--- config.mk ---
export PLATFORM = sky130hd
export DESIGN_NAME = stream_reader_top
export DESIGN_NICKNAME = d
export VERILOG_FILES = /design/src/logic/mem_bus_pkg.sv /design/src/logic/stream_pkg.sv /design/src/logic/node_stream_lane.sv /design/src/logic/read_issue_ctrl.sv /design/src/logic/read_return_steer.sv /design/src/logic/stream_fifo.sv /design/src/logic/stream_reader_top.sv
export SDC_FILE = /design/constraint.sdc
export NUM_CORES = 2
export LEC_CHECK = 0
export ABC_AREA = 1
export BUFFER_PORTS_ARGS = -buffer_cell sky130_fd_sc_hd__buf_2
export CORE_ASPECT_RATIO = 1.75
export CORE_MARGIN = 4
export CORE_UTILIZATION = 40
export CTS_BUF_LIST = sky130_fd_sc_hd__clkbuf_16
export CTS_CLUSTER_DIAMETER = 200
export DETAILED_ROUTE_END_ITERATION = 12
export PLACE_DENSITY = 0.62
export SLEW_MARGIN = 15
export SYNTH_ARGS = -nofsm -noshare
export SYNTH_HDL_FRONTEND = slang
export SYNTH_SLANG_ARGS = --single-unit
--- constraint.sdc ---
create_clock -name clk_i -period 4.3 [get_ports clk_i]
set_input_delay 0 -clock clk_i [delete_from_list [all_inputs] [get_ports clk_i]]
set_output_delay 0 -clock clk_i [all_outputs]
set_load 0.02 [all_outputs]
--- src/logic/mem_bus_pkg.sv ---
//******************************
// Memory read bus types
// Address, word and 64-bit beat views
//******************************
`default_nettype none

package mem_bus_pkg;

    // Bus widths
    localparam int unsigned ADDR_W = 32;
    localparam int unsigned BEAT_W = 64;
    localparam int unsigned WORD_W = 32;

    // Stream words carried in one read beat
    localparam int unsigned WORDS_PER_BEAT = BEAT_W / WORD_W;

    // Byte address on the read bus
    typedef logic [ADDR_W-1:0] addr_t;

    // One stream word as seen by the array
    typedef logic [WORD_W-1:0] word_t;

    // Read beat seen whole or split in halves
    // Low half is the even word of the aligned address
    typedef union packed {
        logic [BEAT_W-1:0]                raw;
        word_t [WORDS_PER_BEAT-1:0]       word;
    } beat_t;

endpackage

`default_nettype wire

--- src/logic/stream_pkg.sv ---
//******************************
// Stream reader lane and tracker types
//******************************
`default_nettype none

package stream_pkg;

    // Number of array input lanes
    localparam int unsigned NODE_NUM = 4;

    // Words held per lane data FIFO
    localparam int unsigned LANE_FIFO_DEPTH = 8;

    // Reads in flight on the bus at once
    localparam int unsigned MAX_OUTSTANDING = 10;

    // Width of lane occupancy and pending counts up to LANE_FIFO_DEPTH
    localparam int unsigned COUNT_W = 4;

    // Offset is one bit wider than size so stepping past it never wraps
    localparam int unsigned OFFS_W = 17;

    // Per lane job description
    typedef struct packed {
        mem_bus_pkg::addr_t base;
        logic [15:0]        size;
        logic [15:0]        stride;
    } lane_cfg_t;

    typedef logic [NODE_NUM-1:0] node_onehot_t;

    // What the tracker remembers about one read
    typedef struct packed {
        node_onehot_t node;
        logic         odd_word;
    } trans_info_t;

    // Lane request toward the issue side
    typedef struct packed {
        logic               req;
        mem_bus_pkg::addr_t addr;
    } lane_req_t;

endpackage

`default_nettype wire

--- src/logic/node_stream_lane.sv ---
//******************************
// One array input lane
// Address offset, pending reads and data FIFO
//******************************
`timescale 1ns/1ps
`default_nettype none

module node_stream_lane (
    input  logic                  clk_i,
    input  logic                  rst_ni,
    input  stream_pkg::lane_cfg_t cfg_i,
    input  logic                  active_i,
    input  logic                  restart_i,
    input  logic                  grant_i,
    input  logic                  push_i,
    input  mem_bus_pkg::word_t    word_i,
    output stream_pkg::lane_req_t req_o,
    output logic                  end_o,
    output mem_bus_pkg::word_t    data_o,
    output logic                  valid_o,
    input  logic                  ready_i
);

    import mem_bus_pkg::*;
    import stream_pkg::*;

    logic [OFFS_W-1:0]  offset_q;
    logic [COUNT_W-1:0] pending_q;
    logic [COUNT_W-1:0] fifo_count;
    logic [COUNT_W:0]   fill;
    logic               fifo_empty;
    logic               pop;

    // Byte offset into the lane buffer
    always_ff @(posedge clk_i or negedge rst_ni) begin
        if (!rst_ni) begin
            offset_q <= '0;
        end else if (restart_i) begin
            offset_q <= '0;
        end else if (grant_i) begin
            offset_q <= offset_q + OFFS_W'(cfg_i.stride);
        end
    end

    // Reads issued but not yet returned
    // Up on grant, down on returned word, hold if both
    always_ff @(posedge clk_i or negedge rst_ni) begin
        if (!rst_ni) begin
            pending_q <= '0;
        end else if (grant_i && !push_i) begin
            pending_q <= pending_q + 1'b1;
        end else if (!grant_i && push_i) begin
            pending_q <= pending_q - 1'b1;
        end
    end

    // Words stored plus words on their way
    assign fill  = {1'b0, fifo_count} + {1'b0, pending_q};
    assign end_o = (offset_q >= OFFS_W'(cfg_i.size));

    // Room is reserved at grant time so a returned word always fits
    assign req_o.req  = active_i && !end_o && (fill < (COUNT_W + 1)'(LANE_FIFO_DEPTH));
    assign req_o.addr = cfg_i.base + ADDR_W'(offset_q);

    // Array side handshake
    assign valid_o = !fifo_empty;
    assign pop     = valid_o && ready_i;

    stream_fifo #(
        .WIDTH (WORD_W),
        .DEPTH (LANE_FIFO_DEPTH)
    ) u_data_fifo (
        .clk_i   (clk_i),
        .rst_ni  (rst_ni),
        .push_i  (push_i),
        .data_i  (word_i),
        .pop_i   (pop),
        .data_o  (data_o),
        .empty_o (fifo_empty),
        .full_o  (),
        .count_o (fifo_count)
    );

endmodule

`default_nettype wire

--- src/logic/read_issue_ctrl.sv ---
//******************************
// Read issue controller
// Run state, lane arbitration, address channel
//******************************
`timescale 1ns/1ps
`default_nettype none

module read_issue_ctrl (
    input  logic                                            clk_i,
    input  logic                                            rst_ni,
    input  logic                                            start_i,
    input  stream_pkg::lane_req_t [stream_pkg::NODE_NUM-1:0] lane_req_i,
    input  stream_pkg::node_onehot_t                        lane_end_i,
    input  logic                                            outst_empty_i,
    input  logic                                            outst_full_i,
    output stream_pkg::node_onehot_t                        grant_o,
    output logic                                            active_o,
    output logic                                            restart_o,
    output stream_pkg::trans_info_t                         trans_o,
    output logic                                            trans_push_o,
    output logic                                            done_o,
    output mem_bus_pkg::addr_t                              ar_addr_o,
    output logic                                            ar_valid_o,
    input  logic                                            ar_ready_i
);

    import mem_bus_pkg::*;
    import stream_pkg::*;

    logic                  run_q;
    logic                  run_d;
    node_onehot_t          req_vec;
    node_onehot_t          rot_prev_q;
    node_onehot_t          rot_prev_d;
    logic [2*NODE_NUM-1:0] double_req;
    logic [2*NODE_NUM-1:0] double_grant;
    logic                  ar_free;
    logic                  arb_enable;
    logic                  new_trans;
    logic                  wait_q;
    logic                  wait_d;
    addr_t                 sel_addr;
    addr_t                 addr_q;

    // Run flag clears once all lanes ended and nothing is in flight
    always_comb begin
        run_d = run_q;
        if (start_i) begin
            run_d = 1'b1;
        end else if (run_q && (&lane_end_i) && outst_empty_i) begin
            run_d = 1'b0;
        end
    end

    assign active_o  = run_q;
    assign restart_o = run_q && !run_d;
    assign done_o    = !run_q;

    // Address channel is free when idle or the current address is taken
    assign ar_free    = !wait_q || ar_ready_i;
    assign arb_enable = ar_free && !outst_full_i;

    // Round robin by doubled request minus rotated previous grant
    // Borrow stops at the first request at or left of the pointer
    always_comb begin
        for (int i = 0; i < NODE_NUM; i++) begin
            req_vec[i] = lane_req_i[i].req;
        end
        double_req   = {req_vec, req_vec};
        double_grant = double_req & ~(double_req - {{NODE_NUM{1'b0}}, rot_prev_q});
        if (arb_enable) begin
            grant_o = double_grant[NODE_NUM-1:0] | double_grant[2*NODE_NUM-1:NODE_NUM];
        end else begin
            grant_o = '0;
        end
    end

    assign new_trans = |grant_o;

    // Pointer moves one past the lane just served
    assign rot_prev_d = new_trans ? {grant_o[NODE_NUM-2:0], grant_o[NODE_NUM-1]} : rot_prev_q;

    // One-hot grant lets the OR pick the granted lane address
    always_comb begin
        sel_addr = '0;
        for (int i = 0; i < NODE_NUM; i++) begin
            if (grant_o[i]) begin
                sel_addr |= lane_req_i[i].addr;
            end
        end
    end

    // Valid is held until ready, then reloaded by a new grant or dropped
    assign wait_d = ar_free ? new_trans : wait_q;

    // Bit 2 picks the beat half
    assign trans_o      = '{node: grant_o, odd_word: sel_addr[2]};
    assign trans_push_o = new_trans;

    assign ar_valid_o = wait_q;
    assign ar_addr_o  = {addr_q[ADDR_W-1:3], 3'b000};

    always_ff @(posedge clk_i or negedge rst_ni) begin
        if (!rst_ni) begin
            run_q      <= 1'b0;
            wait_q     <= 1'b0;
            rot_prev_q <= node_onehot_t'(1);
        end else begin
            run_q      <= run_d;
            wait_q     <= wait_d;
            rot_prev_q <= rot_prev_d;
        end
    end

    // Address register
    always_ff @(posedge clk_i) begin
        if (new_trans) begin
            addr_q <= sel_addr;
        end
    end

endmodule

`default_nettype wire

--- src/logic/read_return_steer.sv ---
//******************************
// Read return steering
// Tracks reads in flight, routes words to lanes
//******************************
`timescale 1ns/1ps
`default_nettype none

module read_return_steer (
    input  logic                     clk_i,
    input  logic                     rst_ni,
    input  stream_pkg::trans_info_t  trans_i,
    input  logic                     trans_push_i,
    input  mem_bus_pkg::beat_t       r_data_i,
    input  logic                     r_valid_i,
    output logic                     r_ready_o,
    output mem_bus_pkg::word_t       word_o,
    output stream_pkg::node_onehot_t lane_push_o,
    output logic                     outst_empty_o,
    output logic                     outst_full_o
);

    import stream_pkg::*;

    // Oldest read still waiting for its beat
    trans_info_t head;

    // Lanes reserve room before issue, so returns are never refused
    assign r_ready_o = 1'b1;

    // Half of the beat named at issue time
    assign word_o = r_data_i.word[head.odd_word];

    // Beats come back in request order
    assign lane_push_o = r_valid_i ? head.node : '0;

    stream_fifo #(
        .WIDTH ($bits(trans_info_t)),
        .DEPTH (MAX_OUTSTANDING)
    ) u_tracker (
        .clk_i   (clk_i),
        .rst_ni  (rst_ni),
        .push_i  (trans_push_i),
        .data_i  (trans_i),
        .pop_i   (r_valid_i),
        .data_o  (head),
        .empty_o (outst_empty_o),
        .full_o  (outst_full_o),
        .count_o ()
    );

endmodule

`default_nettype wire

--- src/logic/stream_fifo.sv ---
//******************************
// Synchronous FIFO with occupancy count
//******************************
`timescale 1ns/1ps
`default_nettype none

module stream_fifo #(
    parameter int unsigned WIDTH = 32,
    parameter int unsigned DEPTH = 8
) (
    input  logic                       clk_i,
    input  logic                       rst_ni,
    input  logic                       push_i,
    input  logic [WIDTH-1:0]           data_i,
    input  logic                       pop_i,
    output logic [WIDTH-1:0]           data_o,
    output logic                       empty_o,
    output logic                       full_o,
    output logic [$clog2(DEPTH+1)-1:0] count_o
);

    logic [WIDTH-1:0]           mem_q [DEPTH];
    logic [$clog2(DEPTH)-1:0]   wr_ptr_q;
    logic [$clog2(DEPTH)-1:0]   rd_ptr_q;
    logic [$clog2(DEPTH+1)-1:0] count_q;
    logic                       push_ok;
    logic                       pop_ok;

    assign empty_o = (count_q == '0);
    assign full_o  = (int'(count_q) == DEPTH);
    assign count_o = count_q;
    assign data_o  = mem_q[rd_ptr_q];

    // Push at full is taken only when a pop frees the slot in the same cycle
    assign push_ok = push_i && (!full_o || pop_i);
    assign pop_ok  = pop_i && !empty_o;

    // Storage
    always_ff @(posedge clk_i) begin
        if (push_ok) begin
            mem_q[wr_ptr_q] <= data_i;
        end
    end

    // Pointers wrap at DEPTH, which need not be a power of two
    always_ff @(posedge clk_i or negedge rst_ni) begin
        if (!rst_ni) begin
            wr_ptr_q <= '0;
            rd_ptr_q <= '0;
            count_q  <= '0;
        end else begin
            if (push_ok) begin
                wr_ptr_q <= (int'(wr_ptr_q) == DEPTH - 1) ? '0 : wr_ptr_q + 1'b1;
            end
            if (pop_ok) begin
                rd_ptr_q <= (int'(rd_ptr_q) == DEPTH - 1) ? '0 : rd_ptr_q + 1'b1;
            end
            // Count holds on simultaneous push and pop
            if (push_ok && !pop_ok) begin
                count_q <= count_q + 1'b1;
            end else if (!push_ok && pop_ok) begin
                count_q <= count_q - 1'b1;
            end
        end
    end

endmodule

`default_nettype wire

--- src/logic/stream_reader_top.sv ---
//******************************
// Memory to array stream reader
//******************************
`timescale 1ns/1ps
`default_nettype none

module stream_reader_top (
    input  logic                                            clk_i,
    input  logic                                            rst_ni,
    input  logic                                            start_i,
    input  stream_pkg::lane_cfg_t [stream_pkg::NODE_NUM-1:0] lane_cfg_i,
    output logic                                            done_o,
    output mem_bus_pkg::addr_t                              ar_addr_o,
    output logic                                            ar_valid_o,
    input  logic                                            ar_ready_i,
    input  mem_bus_pkg::beat_t                              r_data_i,
    input  logic                                            r_valid_i,
    output logic                                            r_ready_o,
    output mem_bus_pkg::word_t [stream_pkg::NODE_NUM-1:0]   data_o,
    output stream_pkg::node_onehot_t                        valid_o,
    input  stream_pkg::node_onehot_t                        ready_i,
    output logic                                            outst_full_o
);

    import mem_bus_pkg::*;
    import stream_pkg::*;

    lane_req_t [NODE_NUM-1:0] lane_req;
    node_onehot_t             lane_end;
    node_onehot_t             grant;
    logic                     active;
    logic                     restart;
    trans_info_t              trans;
    logic                     trans_push;
    logic                     outst_empty;
    word_t                    ret_word;
    node_onehot_t             lane_push;

    read_issue_ctrl u_issue (
        .clk_i         (clk_i),
        .rst_ni        (rst_ni),
        .start_i       (start_i),
        .lane_req_i    (lane_req),
        .lane_end_i    (lane_end),
        .outst_empty_i (outst_empty),
        .outst_full_i  (outst_full_o),
        .grant_o       (grant),
        .active_o      (active),
        .restart_o     (restart),
        .trans_o       (trans),
        .trans_push_o  (trans_push),
        .done_o        (done_o),
        .ar_addr_o     (ar_addr_o),
        .ar_valid_o    (ar_valid_o),
        .ar_ready_i    (ar_ready_i)
    );

    read_return_steer u_steer (
        .clk_i         (clk_i),
        .rst_ni        (rst_ni),
        .trans_i       (trans),
        .trans_push_i  (trans_push),
        .r_data_i      (r_data_i),
        .r_valid_i     (r_valid_i),
        .r_ready_o     (r_ready_o),
        .word_o        (ret_word),
        .lane_push_o   (lane_push),
        .outst_empty_o (outst_empty),
        .outst_full_o  (outst_full_o)
    );

    // Identical lanes share the returned word and a one-hot push
    for (genvar i = 0; i < NODE_NUM; i++) begin : g_lane
        node_stream_lane u_lane (
            .clk_i     (clk_i),
            .rst_ni    (rst_ni),
            .cfg_i     (lane_cfg_i[i]),
            .active_i  (active),
            .restart_i (restart),
            .grant_i   (grant[i]),
            .push_i    (lane_push[i]),
            .word_i    (ret_word),
            .req_o     (lane_req[i]),
            .end_o     (lane_end[i]),
            .data_o    (data_o[i]),
            .valid_o   (valid_o[i]),
            .ready_i   (ready_i[i])
        );
    end

endmodule

`default_nettype wire

==> flow_summary_export.csv <==
group,metric,value,unit
grt,grt_usage,24.7,%
grt,first_global_vias,45944,
yosys,synth_top_flop_cell,"edfxtp_1",
floorplan,std_cell_rows,187,
place,placed_cell_area,65800,um2
yosys,synth_compound_gate_area_share,11.9,%
worst_setup_path,crit_path_max_fanout,4,
place,post-place-ws,0.111,ns
route,drc,0,
finish,drive_above_1_share,15.6,%
pwr,internal_power,30900,uW
yosys,synthSimpleGateAreaFrac,14.8,%
sta,fmax,241,MHz
pwr,switchingPower,24400,uW
finish,area_delta_synth_final,19.3,%
clock_network,clk_latency,0.76,ns
sta,tightest_slew,1.15,ns
sta,final.setup_skew,0.0665,ns
yosys,synth_area_leader_cell,"edfxtp_1",
run,maxCapViolCount,0,
worst_setup_path,startpoint_type,"register",
min_path,holdPathStages,3,
pwr,p_comb_share,48.8,%
sta,post-route-period-util,96.5,%
grt,grt_pass1_wl,288,mm
yosys,ys.warnings.count,0,
floorplan,fp.coreArea,149000,um2
pwr,power_density,772,nW/um2
route,antenna_left,0,
pwr,p_clk_share,18.1,%
floorplan,ios,497,
yosys,synth_commonest_cells,"nor2_1 (1157), edfxtp_1 (1103), o21ai_0 (691)",
clock_network,cts_tree,"built",
outcome,status,"complete, no violations",
finish,fin_area,71600,um2
pwr,pwr-share-seq,33.1,%
pwr,power.leakage,0.0278,uW
finish,layout.nets,7047,
route,vias_per_cell,5.41,
grt,grt_max_degree,108,
worst_setup_path,crit_required,4.88,ns
yosys,synthMuxAreaShare,0.600,%
place,place_congestion,1.01,
sta,maxSlewViolCount,0,
finish,fin_cells,8552,
route,first_pass_iters,6,
route,wirelength,198,mm
route,drt-initial-drc-count,3140,
sta,hold_viol,0,
place,dp_cells,8139,
worst_setup_path,criticalPathCategory,"register to register",
sta,fin_crit,4.15,ns
yosys,netlist_top_cells_area,"edfxtp_1 (55%), nor2_1 (7.2%), dfrtp_1 (5.9%)",
place,post-dp-hpwl,139,mm
yosys,synth-edff-count,1103,
floorplan,die_x,301,um
finish,multi_input_area,21400,um2
worst_setup_path,arrival,4.73,ns
clock_network,clkSlewWorstSetupHoldPaths,0.08,ns
yosys,synth-seq-cells,1245,
clock_network,cts_buffer_depth,3,
yosys,synth_top_family_by_area,"simple AND/OR/NAND/NOR gates",
worst_setup_path,cp-end-kind,"register",
finish,seq_area,36700,um2
grt,grt_antenna_before_repair,34,
floorplan,dieArea,157000,um2
clock_network,root_buffer,"clkbuf_16",
route,wl_per_cell,23.1,um
finish,final.fill_count,13651,
floorplan,initial_core_util,40.3,%
place,port_buffers,492,
sta,setup_slack,0.152,ns
route,vias,46230,
yosys,yosysMostFrequentCell,"nor2_1",
pwr,swShare,44.2,%
yosys,synth_xor_area_share,1.91,%
pwr,irDropWorstVdd,0.638,mV
finish,post-route-util,48.1,%
min_path,hp-class,"input port to register",
clock_network,cts_buffers,111,
yosys,synthAdderAreaFrac,5.68,%
yosys,yosysTopAreaCellShare,55.2,%
yosys,syn_area_per_cell,10.5,um2
clock_network,cts.sinks,1245,
sta,slew_headroom,23.2,%
sta,setup_viol,0,
floorplan,chipHeight,520,um
sta,rsz0062_at_grt,"false",
worst_setup_path,reg2regPathDepth,14,
yosys,ys_types,60,
yosys,postSynth.asyncResetShare,11.4,%
sta,tns,0,ns
clock_network,htreeDepth,3,
yosys,synthCells,5733,
grt,gr-total-overflow,0,
yosys,yosysSeqAreaShare,61.1,%
yosys,syn_area,60000,um2
[worst max-delay path, cell delays in order, from the launching register on]
cell and delay, ns:
dfrtp_1 0.41, buf_4 0.18, ha_1 0.32, nand2_1 0.05, o21ai_0 0.49, a21boi_1 0.28, o21ai_0 0.39, a21oi_1 0.16
nor2_1 0.17, nand2_1 0.09, nand2_1 0.06, dlygate4sd3_1 0.54, nand2_1 0.09, nand4_1 0.15, dlygate4sd3_1 0.60
[sequential cells by signal, indices dropped and copies added, names as in the netlist]
name                                flops
g_lane.u_lane.u_data_fifo.rd_ptr_q     12
u_steer.u_tracker.wr_ptr_q              4
g_lane.u_lane.u_data_fifo.mem_q      1024
g_lane.u_lane.pending_q                16
g_lane.u_lane.offset_q                 68
u_issue.active_o                        1
u_steer.u_tracker.count_o               4
u_steer.u_tracker.mem_q                50
u_issue.addr_q                         29
u_steer.u_tracker.rd_ptr_q              4
g_lane.u_lane.u_data_fifo.count_o      16
u_issue.rot_prev_q                      4
g_lane.u_lane.u_data_fifo.wr_ptr_q     12
u_issue.ar_valid_o                      1
[cells in the final DEF (no fill, tap or decap), types with 18 or more instances in the layout]
| cell type | Yosys | routed |
|---|---|---|
| dfrtp_1 | 141 | 132 |
| mux2_2 | 32 | 32 |
| clkbuf_16 | 0 | 111 |
| nand2_1 | 639 | 635 |
| o21ai_1 | 19 | 18 |
| buf_4 | 16 | 144 |
| clkinv_1 | 0 | 21 |
| a31oi_1 | 134 | 134 |
| nor2_4 | 3 | 35 |
| o21ai_0 | 691 | 691 |
| buf_12 | 0 | 24 |
| buf_2 | 20 | 491 |
| a21oi_1 | 221 | 213 |
| a21o_1 | 23 | 23 |
| nand3_1 | 138 | 136 |
| xor2_1 | 74 | 74 |
| ha_1 | 250 | 240 |
| clkinv_2 | 0 | 20 |
| nand4_1 | 76 | 76 |
| nor3_1 | 41 | 39 |
| dlygate4sd3_1 | 0 | 184 |
| xnor2_1 | 57 | 57 |
| edfxtp_1 | 1103 | 1103 |
| inv_1 | 363 | 376 |
| o22ai_1 | 137 | 137 |
| nor2_1 | 1157 | 1124 |
| inv_2 | 9 | 19 |
| nand3b_1 | 24 | 24 |
[metal layers]
layer	track usage (%)	up-vias	share of wire, %
li1	-	21678	-
met1	27.6	22418	37
met2	44.0	1650	50
met3	4.10	458	6.1
met4	14.6	26	6.8
met5	0	-	0.065
[final cells by class]
cell class	count	area share, %
antenna	16	0.0559
clock buffer	111	3.88
clock inverter	100	1.27
inverter	373	1.96
multi-input combinational	3873	29.8
sequential	1245	51.2
tap	1984	3.47
timing repair buffer	850	8.32
[power groups by stage]
| stage | Sequential (uW) | Clock, uW | Combinational, uW |
|---|---|---|---|
| finish | 18300 | 10000 | 27000 |
| global route | 18500 | 10700 | 29500 |
| CTS | 18300 | 10200 | 26900 |
| detailed placement | 18500 | 0 | 26300 |
| global placement | 18400 | 0 | 26000 |
| floorplan | 18300 | 0 | 16100 |
[worst paths after layout]
kind | startpoint | end | slack [ns]
worst max register to register | g_lane[2].u_lane.offset_q[2] | u_issue.addr_q[19] | 0.15
min in group asynchronous | rst_ni | g_lane[2].u_lane.offset_q[1] | 0.45
max in group asynchronous | rst_ni | g_lane[1].u_lane.u_data_fifo.rd_ptr_q[0] | 3.35
worst max-delay path | g_lane[2].u_lane.offset_q[2] | u_issue.addr_q[19] | 0.15
worst min register to register | g_lane[2].u_lane.pending_q[3] | g_lane[2].u_lane.pending_q[3] | 0.48
worst min-delay path | r_data_i[47] | g_lane[2].u_lane.u_data_fifo.mem_q[5][15] | 0.05
[metrics by stage]
| stage | power (uW) | hold slack [ns] |
|---|---|---|
| 6_report | 55300 | 0.0450 |
| 5_1_grt | 58600 | 0.0499 |
| 4_1_cts | 55400 | 0.00107 |
| 3_5_place_dp | 44800 | 0.0126 |
| 3_3_place_gp | 44500 | 0.0101 |
| 2_1_floorplan | 34400 | -0.296 |
[kinds of logic (layout without fill, tap and decap cells)]
family          Yosys count  in the layout
other cells               2             20
mux                      32             32
fa+ha+maj               264            264
compound gates         1296           1296
buf+inv                 617           1434
xor+xnor                131            131
flops                  1245           1245
simple gates           2146           2146
[timing repair]
item                       CTS  global route
setup buffers                0             1
gates resized for setup      0            42
setup endpoints to repair    0            53
hold endpoints to repair   319             0
hold buffers               185             0
Note: power is estimated with default switching activity, not from simulation.
